<file path="config.mk">
export PLATFORM = sky130hd
export DESIGN_NAME = mat_core
export DESIGN_NICKNAME = d
export VERILOG_FILES = /design/src/hw/mat_pkg.sv /design/src/hw/pipe_stage.sv /design/src/hw/tcam_match.sv /design/src/hw/action_table.sv /design/src/hw/action_apply.sv /design/src/hw/stat_counters.sv /design/src/hw/csr_regs.sv /design/src/hw/mat_core.sv
export SDC_FILE = /design/constraint.sdc
export NUM_CORES = 2
export LEC_CHECK = 0
export BUFFER_PORTS_ARGS = -buffer_cell sky130_fd_sc_hd__buf_2
export CAP_MARGIN = 40
export CORE_MARGIN = 2
export CORE_UTILIZATION = 35
export CTS_CLUSTER_DIAMETER = 100
export DETAILED_ROUTE_END_ITERATION = 8
export PLACE_DENSITY = 0.58
export RECOVER_POWER = 25
export SYNTH_ARGS = -nofsm -noshare
export SYNTH_HDL_FRONTEND = slang
export SYNTH_SLANG_ARGS = --single-unit
export TNS_END_PERCENT = 1
</file>
<file path="constraint.sdc">
create_clock -name clk -period 7.7 [get_ports clk]
set_input_delay 1.54 -clock clk [delete_from_list [all_inputs] [get_ports clk]]
set_output_delay 1.54 -clock clk [all_outputs]
set_load 0.01 [all_outputs]
</file>
<file path="src/hw/mat_pkg.sv">
//////////////////////////////////////////////////////////////////////
// match-action core shared definitions
// header beat and stage result types, table command, event pulses,
// register map and command word bit positions
//////////////////////////////////////////////////////////////////////
`default_nettype none

package mat_pkg;

	// table and datapath sizes
	localparam int TBL_DEPTH = 16;
	localparam int KEY_W = 32;
	localparam int ACT_W = 32;
	localparam int PORT_W = 4;
	localparam int REG_AW = 8;
	localparam int REG_DW = 32;

	// register offsets
	localparam logic [REG_AW-1:0] REG_CMD = 8'h00;
	localparam logic [REG_AW-1:0] REG_TCAM_DATA = 8'h10;
	localparam logic [REG_AW-1:0] REG_TCAM_KEEP = 8'h14;
	localparam logic [REG_AW-1:0] REG_ACT_DATA = 8'h18;
	localparam logic [REG_AW-1:0] REG_TCAM_RD_DATA = 8'h20;
	localparam logic [REG_AW-1:0] REG_TCAM_RD_KEEP = 8'h24;
	localparam logic [REG_AW-1:0] REG_ACT_RD_DATA = 8'h28;
	localparam logic [REG_AW-1:0] REG_CNT_IN = 8'h30;
	localparam logic [REG_AW-1:0] REG_CNT_HIT = 8'h34;
	localparam logic [REG_AW-1:0] REG_CNT_OUT = 8'h38;
	localparam logic [REG_AW-1:0] REG_CNT_DROP = 8'h3C;
	localparam logic [REG_AW-1:0] REG_CLR = 8'h40;

	// command word layout
	localparam int CMD_TCAM_ADDR_LSB = 0;
	localparam int CMD_TCAM_VALID = 13;
	localparam int CMD_TCAM_RD = 14;
	localparam int CMD_TCAM_WR = 15;
	localparam int CMD_ACT_ADDR_LSB = 16;
	localparam int CMD_ACT_RD = 30;
	localparam int CMD_ACT_WR = 31;

	// action word layout
	localparam int ACT_DROP_BIT = 31;
	localparam int ACT_PORT_LSB = 0;

	typedef struct packed {
		logic [KEY_W-1:0] ipv4_dst;
		logic [7:0]       flow_id;
	} pkt_hdr_t;

	typedef struct packed {
		pkt_hdr_t   hdr;
		logic       hit;
		logic [3:0] index;
	} match_res_t;

	typedef struct packed {
		pkt_hdr_t          hdr;
		logic              hit;
		logic              drop;
		logic [PORT_W-1:0] port;
	} act_res_t;

	typedef struct packed {
		pkt_hdr_t          hdr;
		logic [PORT_W-1:0] port;
	} out_hdr_t;

	typedef struct packed {
		logic       tcam_wr;
		logic       tcam_rd;
		logic       act_wr;
		logic       act_rd;
		logic [3:0] tcam_addr;
		logic [3:0] act_addr;
		logic       entry_valid;
	} tbl_cmd_t;

	typedef struct packed {
		logic in_beat;
		logic hit;
		logic out_beat;
		logic drop;
	} stat_ev_t;

endpackage

`default_nettype wire

</file>
<file path="src/hw/pipe_stage.sv">
//////////////////////////////////////////////////////////////////////
// valid/ready register stage
// one payload slot, full throughput, generic over the payload type
//////////////////////////////////////////////////////////////////////
`timescale 1ns/1ps
`default_nettype none

module pipe_stage #(
	parameter type payload_t = logic
) (
	input  wire            clk,
	input  wire            rst,
	input  wire payload_t  in_data,
	input  wire            in_valid,
	output logic           in_ready,
	output payload_t       out_data,
	output logic           out_valid,
	input  wire            out_ready
);

	// accept when empty or when the held beat leaves this cycle
	assign in_ready = !out_valid || out_ready;

	// payload slot
	always_ff @(posedge clk) begin
		if (in_valid && in_ready) begin
			out_data <= in_data;
		end
	end

	// occupancy flag
	always_ff @(posedge clk) begin
		if (rst) begin
			out_valid <= 1'b0;
		end else if (in_ready) begin
			out_valid <= in_valid;
		end
	end

	// an offered beat stays offered until this stage takes it
	assert property (@(posedge clk) disable iff (rst)
		in_valid && !in_ready |=> in_valid);

endmodule

`default_nettype wire

</file>
<file path="src/hw/tcam_match.sv">
//////////////////////////////////////////////////////////////////////
// ternary match stage
// data/keep/valid entry store with write and read back, lowest
// hitting index wins, result registered into a pipeline stage
//////////////////////////////////////////////////////////////////////
`timescale 1ns/1ps
`default_nettype none

module tcam_match import mat_pkg::*; #(
	parameter int DEPTH = 16
) (
	input  wire              clk,
	input  wire              rst,
	input  wire tbl_cmd_t    cmd,
	input  wire [KEY_W-1:0]  wr_data,
	input  wire [KEY_W-1:0]  wr_keep,
	output logic [KEY_W-1:0] rd_data,
	output logic [KEY_W-1:0] rd_keep,
	input  wire pkt_hdr_t    in_hdr,
	input  wire              in_valid,
	output logic             in_ready,
	output match_res_t       res,
	output logic             res_valid,
	input  wire              res_ready,
	output logic             ev_hit
);

	localparam int AW = $clog2(DEPTH);

	logic [KEY_W-1:0] ent_data [DEPTH];
	logic [KEY_W-1:0] ent_keep [DEPTH];
	logic [DEPTH-1:0] ent_valid;
	logic [DEPTH-1:0] hit_vec;
	logic [AW-1:0]    hit_idx;
	logic             hit_any;
	match_res_t       mres;

	// entry data and keep words
	always_ff @(posedge clk) begin
		if (cmd.tcam_wr) begin
			ent_data[cmd.tcam_addr[AW-1:0]] <= wr_data;
			ent_keep[cmd.tcam_addr[AW-1:0]] <= wr_keep;
		end
	end

	// valid flags come up cleared
	always_ff @(posedge clk) begin
		if (rst) begin
			ent_valid <= '0;
		end else if (cmd.tcam_wr) begin
			ent_valid[cmd.tcam_addr[AW-1:0]] <= cmd.entry_valid;
		end
	end

	// read back into the staging pair
	always_ff @(posedge clk) begin
		if (rst) begin
			rd_data <= '0;
			rd_keep <= '0;
		end else if (cmd.tcam_rd) begin
			rd_data <= ent_data[cmd.tcam_addr[AW-1:0]];
			rd_keep <= ent_keep[cmd.tcam_addr[AW-1:0]];
		end
	end

	// compare only where keep is set
	always_comb begin
		for (int i = 0; i < DEPTH; i++) begin
			hit_vec[i] = ent_valid[i] &&
				(((in_hdr.ipv4_dst ^ ent_data[i]) & ent_keep[i]) == '0);
		end
	end

	// scan down so the lowest hitting index is written last
	always_comb begin
		hit_any = 1'b0;
		hit_idx = '0;
		for (int i = DEPTH - 1; i >= 0; i--) begin
			if (hit_vec[i]) begin
				hit_any = 1'b1;
				hit_idx = AW'(i);
			end
		end
	end

	assign mres.hdr = in_hdr;
	assign mres.hit = hit_any;
	assign mres.index = 4'(hit_idx);

	pipe_stage #(
		.payload_t (match_res_t)
	) i_stage (
		.clk       (clk),
		.rst       (rst),
		.in_data   (mres),
		.in_valid  (in_valid),
		.in_ready  (in_ready),
		.out_data  (res),
		.out_valid (res_valid),
		.out_ready (res_ready)
	);

	// counted when the hit result moves on
	assign ev_hit = res_valid && res_ready && res.hit;

endmodule

`default_nettype wire

</file>
<file path="src/hw/action_table.sv">
//////////////////////////////////////////////////////////////////////
// action lookup stage
// action word store with write and read back, turns the matched
// index into a drop flag and output port
//////////////////////////////////////////////////////////////////////
`timescale 1ns/1ps
`default_nettype none

module action_table import mat_pkg::*; #(
	parameter int DEPTH = 16
) (
	input  wire              clk,
	input  wire              rst,
	input  wire tbl_cmd_t    cmd,
	input  wire [ACT_W-1:0]  wr_data,
	output logic [ACT_W-1:0] rd_data,
	input  wire match_res_t  in_res,
	input  wire              in_valid,
	output logic             in_ready,
	output act_res_t         out_res,
	output logic             out_valid,
	input  wire              out_ready
);

	localparam int AW = $clog2(DEPTH);

	logic [ACT_W-1:0] act_mem [DEPTH];
	logic [ACT_W-1:0] act_word;
	act_res_t         ares;

	// action words
	always_ff @(posedge clk) begin
		if (cmd.act_wr) begin
			act_mem[cmd.act_addr[AW-1:0]] <= wr_data;
		end
	end

	// read back
	always_ff @(posedge clk) begin
		if (rst) begin
			rd_data <= '0;
		end else if (cmd.act_rd) begin
			rd_data <= act_mem[cmd.act_addr[AW-1:0]];
		end
	end

	assign act_word = act_mem[in_res.index[AW-1:0]];

	// a miss passes on port 0
	always_comb begin
		ares.hdr = in_res.hdr;
		ares.hit = in_res.hit;
		ares.drop = in_res.hit && act_word[ACT_DROP_BIT];
		ares.port = in_res.hit ? act_word[ACT_PORT_LSB +: PORT_W] : '0;
	end

	pipe_stage #(
		.payload_t (act_res_t)
	) i_stage (
		.clk       (clk),
		.rst       (rst),
		.in_data   (ares),
		.in_valid  (in_valid),
		.in_ready  (in_ready),
		.out_data  (out_res),
		.out_valid (out_valid),
		.out_ready (out_ready)
	);

endmodule

`default_nettype wire

</file>
<file path="src/hw/action_apply.sv">
//////////////////////////////////////////////////////////////////////
// action stage
// swallows dropped headers, forwards the rest with their output port
//////////////////////////////////////////////////////////////////////
`timescale 1ns/1ps
`default_nettype none

module action_apply import mat_pkg::*; (
	input  wire            clk,
	input  wire            rst,
	input  wire act_res_t  in_res,
	input  wire            in_valid,
	output logic           in_ready,
	output out_hdr_t       out_hdr,
	output logic           out_valid,
	input  wire            out_ready,
	output stat_ev_t       ev
);

	out_hdr_t fwd;
	logic     fwd_valid;
	logic     fwd_ready;

	assign fwd.hdr = in_res.hdr;
	assign fwd.port = in_res.port;

	// drops never enter the output slot
	assign fwd_valid = in_valid && !in_res.drop;
	// and are taken at once
	assign in_ready = fwd_ready || (in_valid && in_res.drop);

	pipe_stage #(
		.payload_t (out_hdr_t)
	) i_stage (
		.clk       (clk),
		.rst       (rst),
		.in_data   (fwd),
		.in_valid  (fwd_valid),
		.in_ready  (fwd_ready),
		.out_data  (out_hdr),
		.out_valid (out_valid),
		.out_ready (out_ready)
	);

	// input and hit events come from elsewhere
	assign ev.in_beat = 1'b0;
	assign ev.hit = 1'b0;
	assign ev.out_beat = out_valid && out_ready;
	assign ev.drop = in_valid && in_ready && in_res.drop;

endmodule

`default_nettype wire

</file>
<file path="src/hw/stat_counters.sv">
//////////////////////////////////////////////////////////////////////
// traffic counters
// input, hit, output and drop beats, wrapping, with a common clear
//////////////////////////////////////////////////////////////////////
`timescale 1ns/1ps
`default_nettype none

module stat_counters import mat_pkg::*; (
	input  wire               clk,
	input  wire               rst,
	input  wire stat_ev_t     ev,
	input  wire               clear,
	output logic [REG_DW-1:0] cnt_in,
	output logic [REG_DW-1:0] cnt_hit,
	output logic [REG_DW-1:0] cnt_out,
	output logic [REG_DW-1:0] cnt_drop
);

	// clear beats any event in the same cycle
	always_ff @(posedge clk) begin
		if (rst || clear) begin
			cnt_in <= '0;
			cnt_hit <= '0;
			cnt_out <= '0;
			cnt_drop <= '0;
		end else begin
			cnt_in <= cnt_in + REG_DW'(ev.in_beat);
			cnt_hit <= cnt_hit + REG_DW'(ev.hit);
			cnt_out <= cnt_out + REG_DW'(ev.out_beat);
			cnt_drop <= cnt_drop + REG_DW'(ev.drop);
		end
	end

endmodule

`default_nettype wire

</file>
<file path="src/hw/csr_regs.sv">
//////////////////////////////////////////////////////////////////////
// register block
// address decode, write staging, one-cycle table command and counter
// clear, registered read mux, enable/acknowledge handshake
//////////////////////////////////////////////////////////////////////
`timescale 1ns/1ps
`default_nettype none

module csr_regs import mat_pkg::*; (
	input  wire               clk,
	input  wire               rst,
	input  wire               reg_wr_en,
	input  wire [REG_AW-1:0]  reg_wr_addr,
	input  wire [REG_DW-1:0]  reg_wr_data,
	output logic              reg_wr_ack,
	input  wire               reg_rd_en,
	input  wire [REG_AW-1:0]  reg_rd_addr,
	output logic [REG_DW-1:0] reg_rd_data,
	output logic              reg_rd_ack,
	output tbl_cmd_t          cmd,
	output logic [KEY_W-1:0]  tcam_wr_data,
	output logic [KEY_W-1:0]  tcam_wr_keep,
	output logic [ACT_W-1:0]  act_wr_data,
	input  wire [KEY_W-1:0]   tcam_rd_data,
	input  wire [KEY_W-1:0]   tcam_rd_keep,
	input  wire [ACT_W-1:0]   act_rd_data,
	input  wire [REG_DW-1:0]  cnt_in,
	input  wire [REG_DW-1:0]  cnt_hit,
	input  wire [REG_DW-1:0]  cnt_out,
	input  wire [REG_DW-1:0]  cnt_drop,
	output logic              clear
);

	tbl_cmd_t          cmd_dec;
	logic [REG_DW-1:0] rd_mux;

	// split the command word
	always_comb begin
		cmd_dec.tcam_wr = reg_wr_data[CMD_TCAM_WR];
		cmd_dec.tcam_rd = reg_wr_data[CMD_TCAM_RD];
		cmd_dec.act_wr = reg_wr_data[CMD_ACT_WR];
		cmd_dec.act_rd = reg_wr_data[CMD_ACT_RD];
		cmd_dec.tcam_addr = reg_wr_data[CMD_TCAM_ADDR_LSB +: 4];
		cmd_dec.act_addr = reg_wr_data[CMD_ACT_ADDR_LSB +: 4];
		cmd_dec.entry_valid = reg_wr_data[CMD_TCAM_VALID];
	end

	// command and clear last one cycle
	always_ff @(posedge clk) begin
		if (rst) begin
			reg_wr_ack <= 1'b0;
			cmd <= '0;
			clear <= 1'b0;
			tcam_wr_data <= '0;
			tcam_wr_keep <= '0;
			act_wr_data <= '0;
		end else begin
			reg_wr_ack <= reg_wr_en;
			cmd <= '0;
			clear <= 1'b0;
			if (reg_wr_en) begin
				case (reg_wr_addr)
					REG_CMD:       cmd <= cmd_dec;
					REG_TCAM_DATA: tcam_wr_data <= reg_wr_data;
					REG_TCAM_KEEP: tcam_wr_keep <= reg_wr_data;
					REG_ACT_DATA:  act_wr_data <= reg_wr_data;
					REG_CLR:       clear <= reg_wr_data[0];
					// anything else is acked and dropped
					default: ;
				endcase
			end
		end
	end

	// unmapped reads give zero
	always_comb begin
		case (reg_rd_addr)
			REG_TCAM_DATA:    rd_mux = tcam_wr_data;
			REG_TCAM_KEEP:    rd_mux = tcam_wr_keep;
			REG_ACT_DATA:     rd_mux = act_wr_data;
			REG_TCAM_RD_DATA: rd_mux = tcam_rd_data;
			REG_TCAM_RD_KEEP: rd_mux = tcam_rd_keep;
			REG_ACT_RD_DATA:  rd_mux = act_rd_data;
			REG_CNT_IN:       rd_mux = cnt_in;
			REG_CNT_HIT:      rd_mux = cnt_hit;
			REG_CNT_OUT:      rd_mux = cnt_out;
			REG_CNT_DROP:     rd_mux = cnt_drop;
			default:          rd_mux = '0;
		endcase
	end

	// read data and ack come one cycle after the enable
	always_ff @(posedge clk) begin
		if (rst) begin
			reg_rd_ack <= 1'b0;
			reg_rd_data <= '0;
		end else begin
			reg_rd_ack <= reg_rd_en;
			if (reg_rd_en) begin
				reg_rd_data <= rd_mux;
			end
		end
	end

	// master waits for the ack before the next request
	assert property (@(posedge clk) disable iff (rst)
		reg_wr_ack |=> !reg_wr_ack);

endmodule

`default_nettype wire

</file>
<file path="src/hw/mat_core.sv">
//////////////////////////////////////////////////////////////////////
// match-action core top level
// register block and counters beside a three-stage header pipeline
// of ternary match, action lookup and action apply
//////////////////////////////////////////////////////////////////////
`timescale 1ns/1ps
`default_nettype none

module mat_core import mat_pkg::*; #(
	parameter int DEPTH = TBL_DEPTH
) (
	input  wire               clk,
	input  wire               rst,
	input  wire pkt_hdr_t     in_hdr,
	input  wire               in_valid,
	output logic              in_ready,
	output out_hdr_t          out_hdr,
	output logic              out_valid,
	input  wire               out_ready,
	input  wire               reg_wr_en,
	input  wire [REG_AW-1:0]  reg_wr_addr,
	input  wire [REG_DW-1:0]  reg_wr_data,
	output logic              reg_wr_ack,
	input  wire               reg_rd_en,
	input  wire [REG_AW-1:0]  reg_rd_addr,
	output logic [REG_DW-1:0] reg_rd_data,
	output logic              reg_rd_ack
);

	tbl_cmd_t          cmd;
	logic [KEY_W-1:0]  tcam_wr_data;
	logic [KEY_W-1:0]  tcam_wr_keep;
	logic [ACT_W-1:0]  act_wr_data;
	logic [KEY_W-1:0]  tcam_rd_data;
	logic [KEY_W-1:0]  tcam_rd_keep;
	logic [ACT_W-1:0]  act_rd_data;
	logic [REG_DW-1:0] cnt_in;
	logic [REG_DW-1:0] cnt_hit;
	logic [REG_DW-1:0] cnt_out;
	logic [REG_DW-1:0] cnt_drop;
	logic              clear;
	match_res_t        mres;
	logic              mres_valid;
	logic              mres_ready;
	act_res_t          ares;
	logic              ares_valid;
	logic              ares_ready;
	logic              ev_hit;
	stat_ev_t          ev_apply;
	stat_ev_t          ev;

	// input beat comes from the input handshake
	assign ev.in_beat = in_valid && in_ready;
	assign ev.hit = ev_hit;
	assign ev.out_beat = ev_apply.out_beat;
	assign ev.drop = ev_apply.drop;

	csr_regs i_csr_regs (
		.clk          (clk),
		.rst          (rst),
		.reg_wr_en    (reg_wr_en),
		.reg_wr_addr  (reg_wr_addr),
		.reg_wr_data  (reg_wr_data),
		.reg_wr_ack   (reg_wr_ack),
		.reg_rd_en    (reg_rd_en),
		.reg_rd_addr  (reg_rd_addr),
		.reg_rd_data  (reg_rd_data),
		.reg_rd_ack   (reg_rd_ack),
		.cmd          (cmd),
		.tcam_wr_data (tcam_wr_data),
		.tcam_wr_keep (tcam_wr_keep),
		.act_wr_data  (act_wr_data),
		.tcam_rd_data (tcam_rd_data),
		.tcam_rd_keep (tcam_rd_keep),
		.act_rd_data  (act_rd_data),
		.cnt_in       (cnt_in),
		.cnt_hit      (cnt_hit),
		.cnt_out      (cnt_out),
		.cnt_drop     (cnt_drop),
		.clear        (clear)
	);

	stat_counters i_stat_counters (
		.clk      (clk),
		.rst      (rst),
		.ev       (ev),
		.clear    (clear),
		.cnt_in   (cnt_in),
		.cnt_hit  (cnt_hit),
		.cnt_out  (cnt_out),
		.cnt_drop (cnt_drop)
	);

	// stage one
	tcam_match #(
		.DEPTH (DEPTH)
	) i_tcam_match (
		.clk       (clk),
		.rst       (rst),
		.cmd       (cmd),
		.wr_data   (tcam_wr_data),
		.wr_keep   (tcam_wr_keep),
		.rd_data   (tcam_rd_data),
		.rd_keep   (tcam_rd_keep),
		.in_hdr    (in_hdr),
		.in_valid  (in_valid),
		.in_ready  (in_ready),
		.res       (mres),
		.res_valid (mres_valid),
		.res_ready (mres_ready),
		.ev_hit    (ev_hit)
	);

	// stage two
	action_table #(
		.DEPTH (DEPTH)
	) i_action_table (
		.clk       (clk),
		.rst       (rst),
		.cmd       (cmd),
		.wr_data   (act_wr_data),
		.rd_data   (act_rd_data),
		.in_res    (mres),
		.in_valid  (mres_valid),
		.in_ready  (mres_ready),
		.out_res   (ares),
		.out_valid (ares_valid),
		.out_ready (ares_ready)
	);

	// stage three
	action_apply i_action_apply (
		.clk       (clk),
		.rst       (rst),
		.in_res    (ares),
		.in_valid  (ares_valid),
		.in_ready  (ares_ready),
		.out_hdr   (out_hdr),
		.out_valid (out_valid),
		.out_ready (out_ready),
		.ev        (ev_apply)
	);

endmodule

`default_nettype wire

</file>
* Word level (Yosys, flattened, before mapping)
Memories as Yosys holds them, arrays and structs flattened. A register that Yosys moved wholly into a read port is not among the register bits.
Index checks and enable logic that the tools add are counted.
** Word-level totals
- Input port bits :: 94
- Memories :: 3
- Bits in writable memories :: 1536
- Register bits :: 425
- Bits in read-only memories :: 0
- Bits in latches :: 0
** Memory list
- i_action_table.act_mem :: depth 16, width 32, read ports 2, clocked after memory_dff 1, wr ports 1, line action_table.sv:27 : logic [ACT_W-1:0] act_mem [DEPTH];
- i_tcam_match.ent_data :: depth 16, width 32, read ports 17, clocked after memory_dff 1, wr ports 1, line tcam_match.sv:30 : logic [KEY_W-1:0] ent_data [DEPTH];
- i_tcam_match.ent_keep :: depth 16, width 32, read ports 17, clocked after memory_dff 1, wr ports 1, line tcam_match.sv:31 : logic [KEY_W-1:0] ent_keep [DEPTH];
** Cells by class
- Muxes and demuxes :: 24
- Div/mod/pow operators :: 0
- Multiply operators :: 0
- Shifts and indexed selects :: 0
- Bitwise gates (word level) :: 35
- Reductions and logical operators :: 62
- Magnitude comparators :: 2
- Equality and inequality tests :: 14
- $add $sub $neg :: 4
** Operators with widths (count)
- AND 32 bit :: 16
- logical NOT 32 bit :: 16
- bitwise XOR 32 bit :: 16
- one-hot mux 32 bit (10 select lines) :: 1
- adder 32 x 1 -> 32 bit :: 4
- equality test 8 x 6 -> 1 bit (second input constant) :: 7
- equality test 8 x 5 -> 1 bit (second input constant) :: 6
- two-way mux 4 bit :: 8
- logical AND 1 bit :: 27
- bitwise mux 16 bit :: 1
- OR reduction 15 bit :: 1
- two-way mux 3 bit :: 4
- equality test 8 x 7 -> 1 bit (second input constant) :: 1
- logical NOT 8 bit :: 1
- OR reduction 8 bit :: 1
- two-way mux 1 bit :: 7
- AND reduction 2 bit :: 3
- OR reduction 3 bit :: 2
- logical OR 1 bit :: 5
- less-than comparator 4 x 5 -> 1 bit (second input constant) :: 1
- demux 1 bit (select 4 bit) :: 1
- greater-or-equal comparator 4 x 1 -> 1 bit (second input constant) :: 1
- logical NOT 1 bit :: 4
- two-way mux 2 bit :: 2
- 3 further kinds :: 5

* Logic depth before layout (Yosys ltp)
An unclocked memory read counts as a cell.
- Depth in word-level cells :: 20
- Gate-level depth with buffers :: 14
- Depth with buffers taken out :: 14

* Hierarchy
From an unflattened synthesis, not the netlist that was laid out.
** Second synthesis, totals
- Cell total of the unflattened synthesis :: 5622
- Area, all modules :: 87963.1 sq um
** By module, submodules not included
- tcam_match :: cells an instance 2661, instances 1, area an instance 48671.7 sq um
- action_table :: cells an instance 1154, instances 1, area an instance 21443.1 sq um
- csr_regs :: cells an instance 937, instances 1, area an instance 7490.9 sq um
- stat_counters :: cells an instance 712, instances 1, area an instance 6087.1 sq um
- pipe_stage (i_action_table.i_stage) :: cells an instance 51, instances 1, area an instance 1436.4 sq um
- pipe_stage (i_tcam_match.i_stage) :: cells an instance 50, instances 1, area an instance 1406.3 sq um
- pipe_stage (i_action_apply.i_stage) :: cells an instance 49, instances 1, area an instance 1376.3 sq um
- action_apply :: cells an instance 7, instances 1, area an instance 45.0 sq um
- mat_core :: cells an instance 1, instances 1, area an instance 6.3 sq um

* Worst setup path before layout
Ideal clock, no wire load.
- Kind :: register -> register
- Start :: register, netlist name i_csr_regs.cmd[5]
- End :: register i_tcam_match.ent_valid[0]
- Path slack :: 1.219 ns
- Arrival time :: 6.354 ns
- Data required time :: 7.572 ns
- Library setup time :: 0.128 ns
- Cell stages (with the launch flop) :: 9
- Clock period less this slack :: 6.481 ns
- Cell sequence :: dfxtp_1 -> buf_2 -> clkbuf_1 -> buf_2 -> or3b_2 -> clkbuf_1 -> nor3_1 -> mux2i_1 -> nor2_1
** Between the ends
- Longest elaborated chain between the ends :: 5
** Ends and longest elaborated chain
- less-than comparator 4 x 5 -> 1 bit (implied by the code) or greater-or-equal comparator 4 x 1 -> 1 bit (tied branches) :: line tcam_match.sv:51 : ent_valid[cmd.tcam_addr[AW-1:0]] <= cmd.entry_valid;
- logical AND 1 bit (implied by the code) :: line tcam_match.sv:51
- two-way mux 1 bit (implied by the code) :: line tcam_match.sv:51
- demux 1 bit (select 4 bit) (*)
- bitwise mux 16 bit (*) :: line tcam_match.sv:51
- end signal: indexed assignment :: line tcam_match.sv:51
- end: declaration :: line tcam_match.sv:32 : logic [DEPTH-1:0] ent_valid;
Every way passes the cells marked *; elsewhere a longest branch is shown, timed or not.
A chain may end at the register's enable or synchronous reset.

==> qor_table.md <==
| Quantity | Value |
| --- | --- |
| Result of the run | complete, but fails checks |
| Violated checks | max-capacitance violations, max-slew violations |
| Full die area | 0.249 mm² |
| Netlist Area Pre-Place | 0.0857 mm² |
| CTS H-Tree Depth | 4 |
| Cell-internal power | 18,300 µW |
| Yosys cell types | 60 |
| Crit Path Max Fanout | 27 |
| Worst clock skew | 65.3 ps |
| Normalized max-slew margin | -3.44% |
| Final HPWL DP | 225 mm |
| Count of input and output buffers | 173 |
| Power share of the combinational group | 2.4% |
| Switching fraction of total power | 21.8% |
| Net switching component of the power | 5110 µW |
| Element type at the critical path end | register |
| Final standard cell area without fillers | 0.0987 mm² |
| Wire length of the first global-routing pass | 424 mm |
| Fraction of final layout cells with drive strength greater than 1 | 21.9% |
| # resized after CTS | 0 |
| Worst setup slack after placement | 2530 ps |
| Post-synthesis area per instance | 16.8 µm² |
| # clock sinks | 2,057 |
| Count of maximum capacitance violations | 1 |
| Area grow syn2layout | 15.1% |
| Vias post-DR | 52,038 |
| Cell area after placement | 0.0917 mm² |
| DP Cell Count | 8,334 |
| Commonest cells in the netlist | edfxtp_1, xor2_1, mux4_2 |
| Most common flop cell mapped by yosys | edfxtp_1 |
| Worst path arrival time | 5040 ps |
| Overall routed net length | 312 mm |
| Post-detailed-route count of antenna-violating nets | 0 |
| Maximum number of pins on one net before global-route repair | 141 |
| Clock tree from TritonCTS | built |
| Sum of negative setup slack | 0 ps |
| Total routing resource utilization after global routing | 24.7% |
| Detailed-router iteration count before antenna repair | 7 |
| Via count of the first global-routing pass | 49,724 |
| VDD IR-drop max | 0.000187 V |
| Actual slew at the worst max-slew pin | 1550 ps |
| Cell accounting for the most synthesized area | edfxtp_1 |
| Syn nets | 5,202 |
| Synthesized instance count | 5,100 |
| Pins over their slew limit | 19 |
| Cell at the root of the clock tree | clkbuf_16 |
| Portion of synthesized cell area occupied by the leading cell type | 58.5% |
| Leakage | 0.0257 µW |
| Tightest Hold Check Type | register to register |
| CTS Buffer Depth | 3 |
| Initial core utilization | 35.2% |
| I/O pin cnt | 174 |
| DRC viols | 0 |
| Number of endpoints with negative hold slack in the final report | 0 |
| Antenna violations before repair | 35 |
| Relative contribution of the clock network to total power | 46.6% |
| Number of register bits inferred by synthesis | 2,057 |
| Setup repair after global routing missed its margin | false |
| Global route total overflow | 0 |
| Fin cells | 8,752 |
| F_max | 0.235 GHz |
| Launching element type of the critical path | input port |
| Clock-pin slew of the registers on the worst-case setup and hold paths | 60 ps |
| Number of enable-type register cells in the synthesized netlist | 1,670 |
| Detail-routed net length per standard cell | 35.7 µm |
| Skew-Pair Late Insertion Delay | 920 ps |
| Die width | 499 µm |
| Number of buffers created by CTS | 216 |
| Main area contributors after synthesis | edfxtp_1, mux4_2, dfxtp_1, xor2_1, nand2_1 |
| Minimum period implied by the final worst setup slack | 4260 ps |
| Die span in y | 499 µm |
| Final weighted congestion of routability-driven global placement | 1.04 |
| Data required time at the worst endpoint | 8480 ps |
| Placeable Area | 0.243 mm² |
| Number of hold buffers added after CTS | 0 |
| Total of endpoints with negative setup slack in the final report | 0 |
| Number of warnings reported in the yosys synthesis log | 0 |
| Most common cell in the synthesized netlist | edfxtp_1 |
| Routed vias/inst | 5.95 |
| Tcrit/Tclk final | 55.3% |
| Setup Buffers After CTS | 0 |
| Final nets | 5,453 |
| Final critical-path setup slack | 3440 ps |
| Std-Cell Rows | 181 |
| Cell Pwr Density | 237 mW/mm² |
| Sequential power share | 50.9% |
| Asr flop ratio synth | 0% |
| Crit path kind | input port to register |
| DRT iter0 DRCs | 8,283 |
| Fraction of the yosys area taken by sequential cells | 67.5% |
worst paths after layout:
kind / start / end / slack [ps] / depth (start not counted)
worst max-delay path: out_ready / i_stat_counters.cnt_in[30]$_SDFF_PP0_ / 3440 / 16
worst min-delay path: i_tcam_match.i_stage.out_data[16]$_DFFE_PP_ / i_action_table.i_stage.out_data[17]$_DFFE_PP_ / 370 / 0
worst max register to register: i_action_table.i_stage.out_data[4]$_DFFE_PP_ / i_stat_counters.cnt_in[30]$_SDFF_PP0_ / 3570 / 15
worst min register to register: i_tcam_match.i_stage.out_data[16]$_DFFE_PP_ / i_action_table.i_stage.out_data[17]$_DFFE_PP_ / 370 / 0
stage by stage:
| step | utilization [%] | hold WS [ps] | power (µW) |
|---|---|---|---|
| detailed placement | 37.7 | 405 | 12700 |
| global placement | 37.1 | 400 | 12700 |
| floorplan | - | 400 | 12400 |
| CTS | 40.7 | 385 | 23500 |
| finish | 40.5 | 366 | 23400 |
| global route | 40.5 | 413 | 24000 |
state kept, by name, summed over array words and instances, names as in the netlist, 44 cells and up:
| name | cells |
|---|---|
| i_action_table.i_stage.out_data | 45 |
| i_tcam_match.ent_keep | 512 |
| i_tcam_match.i_stage.out_data | 45 |
| i_action_apply.i_stage.out_data | 44 |
| i_tcam_match.ent_data | 512 |
| i_action_table.act_mem | 512 |
area by class of cell:
type	count	area [µm²]
Timing Repair Buffer	331	2460
Inverter	14	52.6
Multi-Input combinational cell	2731	26800
Sequential cell	2057	57900
Antenna cell	10	25.0
Tap cell	3202	4010
Clock buffer	273	5820
Clock inverter	134	1610
Fill cell	21724	145000
cells in the final DEF (no fill, tap or decap), types with 26 or more instances in the layout:
cell | synthesis | routed
clkinv_2 | 0 | 30
a221oi_1 | 111 | 111
a22o_1 | 86 | 86
clkinv_1 | 0 | 47
dfxtp_1 | 387 | 377
bufinv_16 | 0 | 26
buf_2 | 78 | 173
and3_1 | 30 | 29
nand4_1 | 49 | 49
clkbuf_16 | 0 | 218
mux4_2 | 505 | 505
xor2_1 | 575 | 575
nor2_4 | 0 | 34
a222oi_1 | 48 | 48
nand3_1 | 83 | 82
a21oi_1 | 134 | 133
mux2i_1 | 100 | 100
a311oi_1 | 32 | 32
nor2_1 | 291 | 256
xnor2_1 | 35 | 35
clkbuf_1 | 164 | 71
a22oi_1 | 116 | 116
nand2_1 | 338 | 338
o21ai_0 | 35 | 35
and2_1 | 29 | 29
buf_4 | 10 | 86
edfxtp_1 | 1670 | 1670
kinds of logic (layout without fill, tap and decap cells):
| group | Yosys count | count (layout) | synth area share [%] |
|---|---|---|---|
| compound gates | 578 | 578 | 5.12 |
| xor+xnor | 610 | 610 | 6.23 |
| fa+ha+maj | 8 | 8 | 0.117 |
| buf+inv | 312 | 752 | 1.60 |
| flops | 2057 | 2057 | 67.5 |
| mux | 605 | 605 | 14.4 |
| other cells | 0 | 10 | 0 |
| simple gates | 930 | 930 | 4.97 |
worst max-delay path: stages:
cell and delay (ps):
buf_2 140, nand2b_1 160, nor2_1 130, a21oi_4 200, buf_4 450, ha_1 280
ha_1 220, nand2_1 120, nor4_1 460, and2b_1 370, and2b_1 230, and2b_1 190
and3_1 200, nand4_1 110, xor2_1 170, nor2_1 50
metal layers:
layer / GRT usage [%] / routed length, µm / share of wire [%] / vias up
li1: - / - / - / 20716
met1: 34.5 / 125000 / 40 / 27503
met2: 36.8 / 137000 / 44 / 3304
met3: 5.80 / 33900 / 11 / 495
met4: 10.4 / 16700 / 5.3 / 20
met5: 0 / 135 / 0.043 / -
power groups by stage:
stage | sequential, µW | combinational [µW] | clock [µW]
after CTS | 11900 | 555 | 11000
after global placement | 12200 | 545 | 0
after floorplan | 12200 | 263 | 0
final | 11900 | 570 | 10900
after global routing | 11900 | 582 | 11500
after detailed placement | 12200 | 552 | 0
Note: power is estimated with default switching activity, not from simulation.
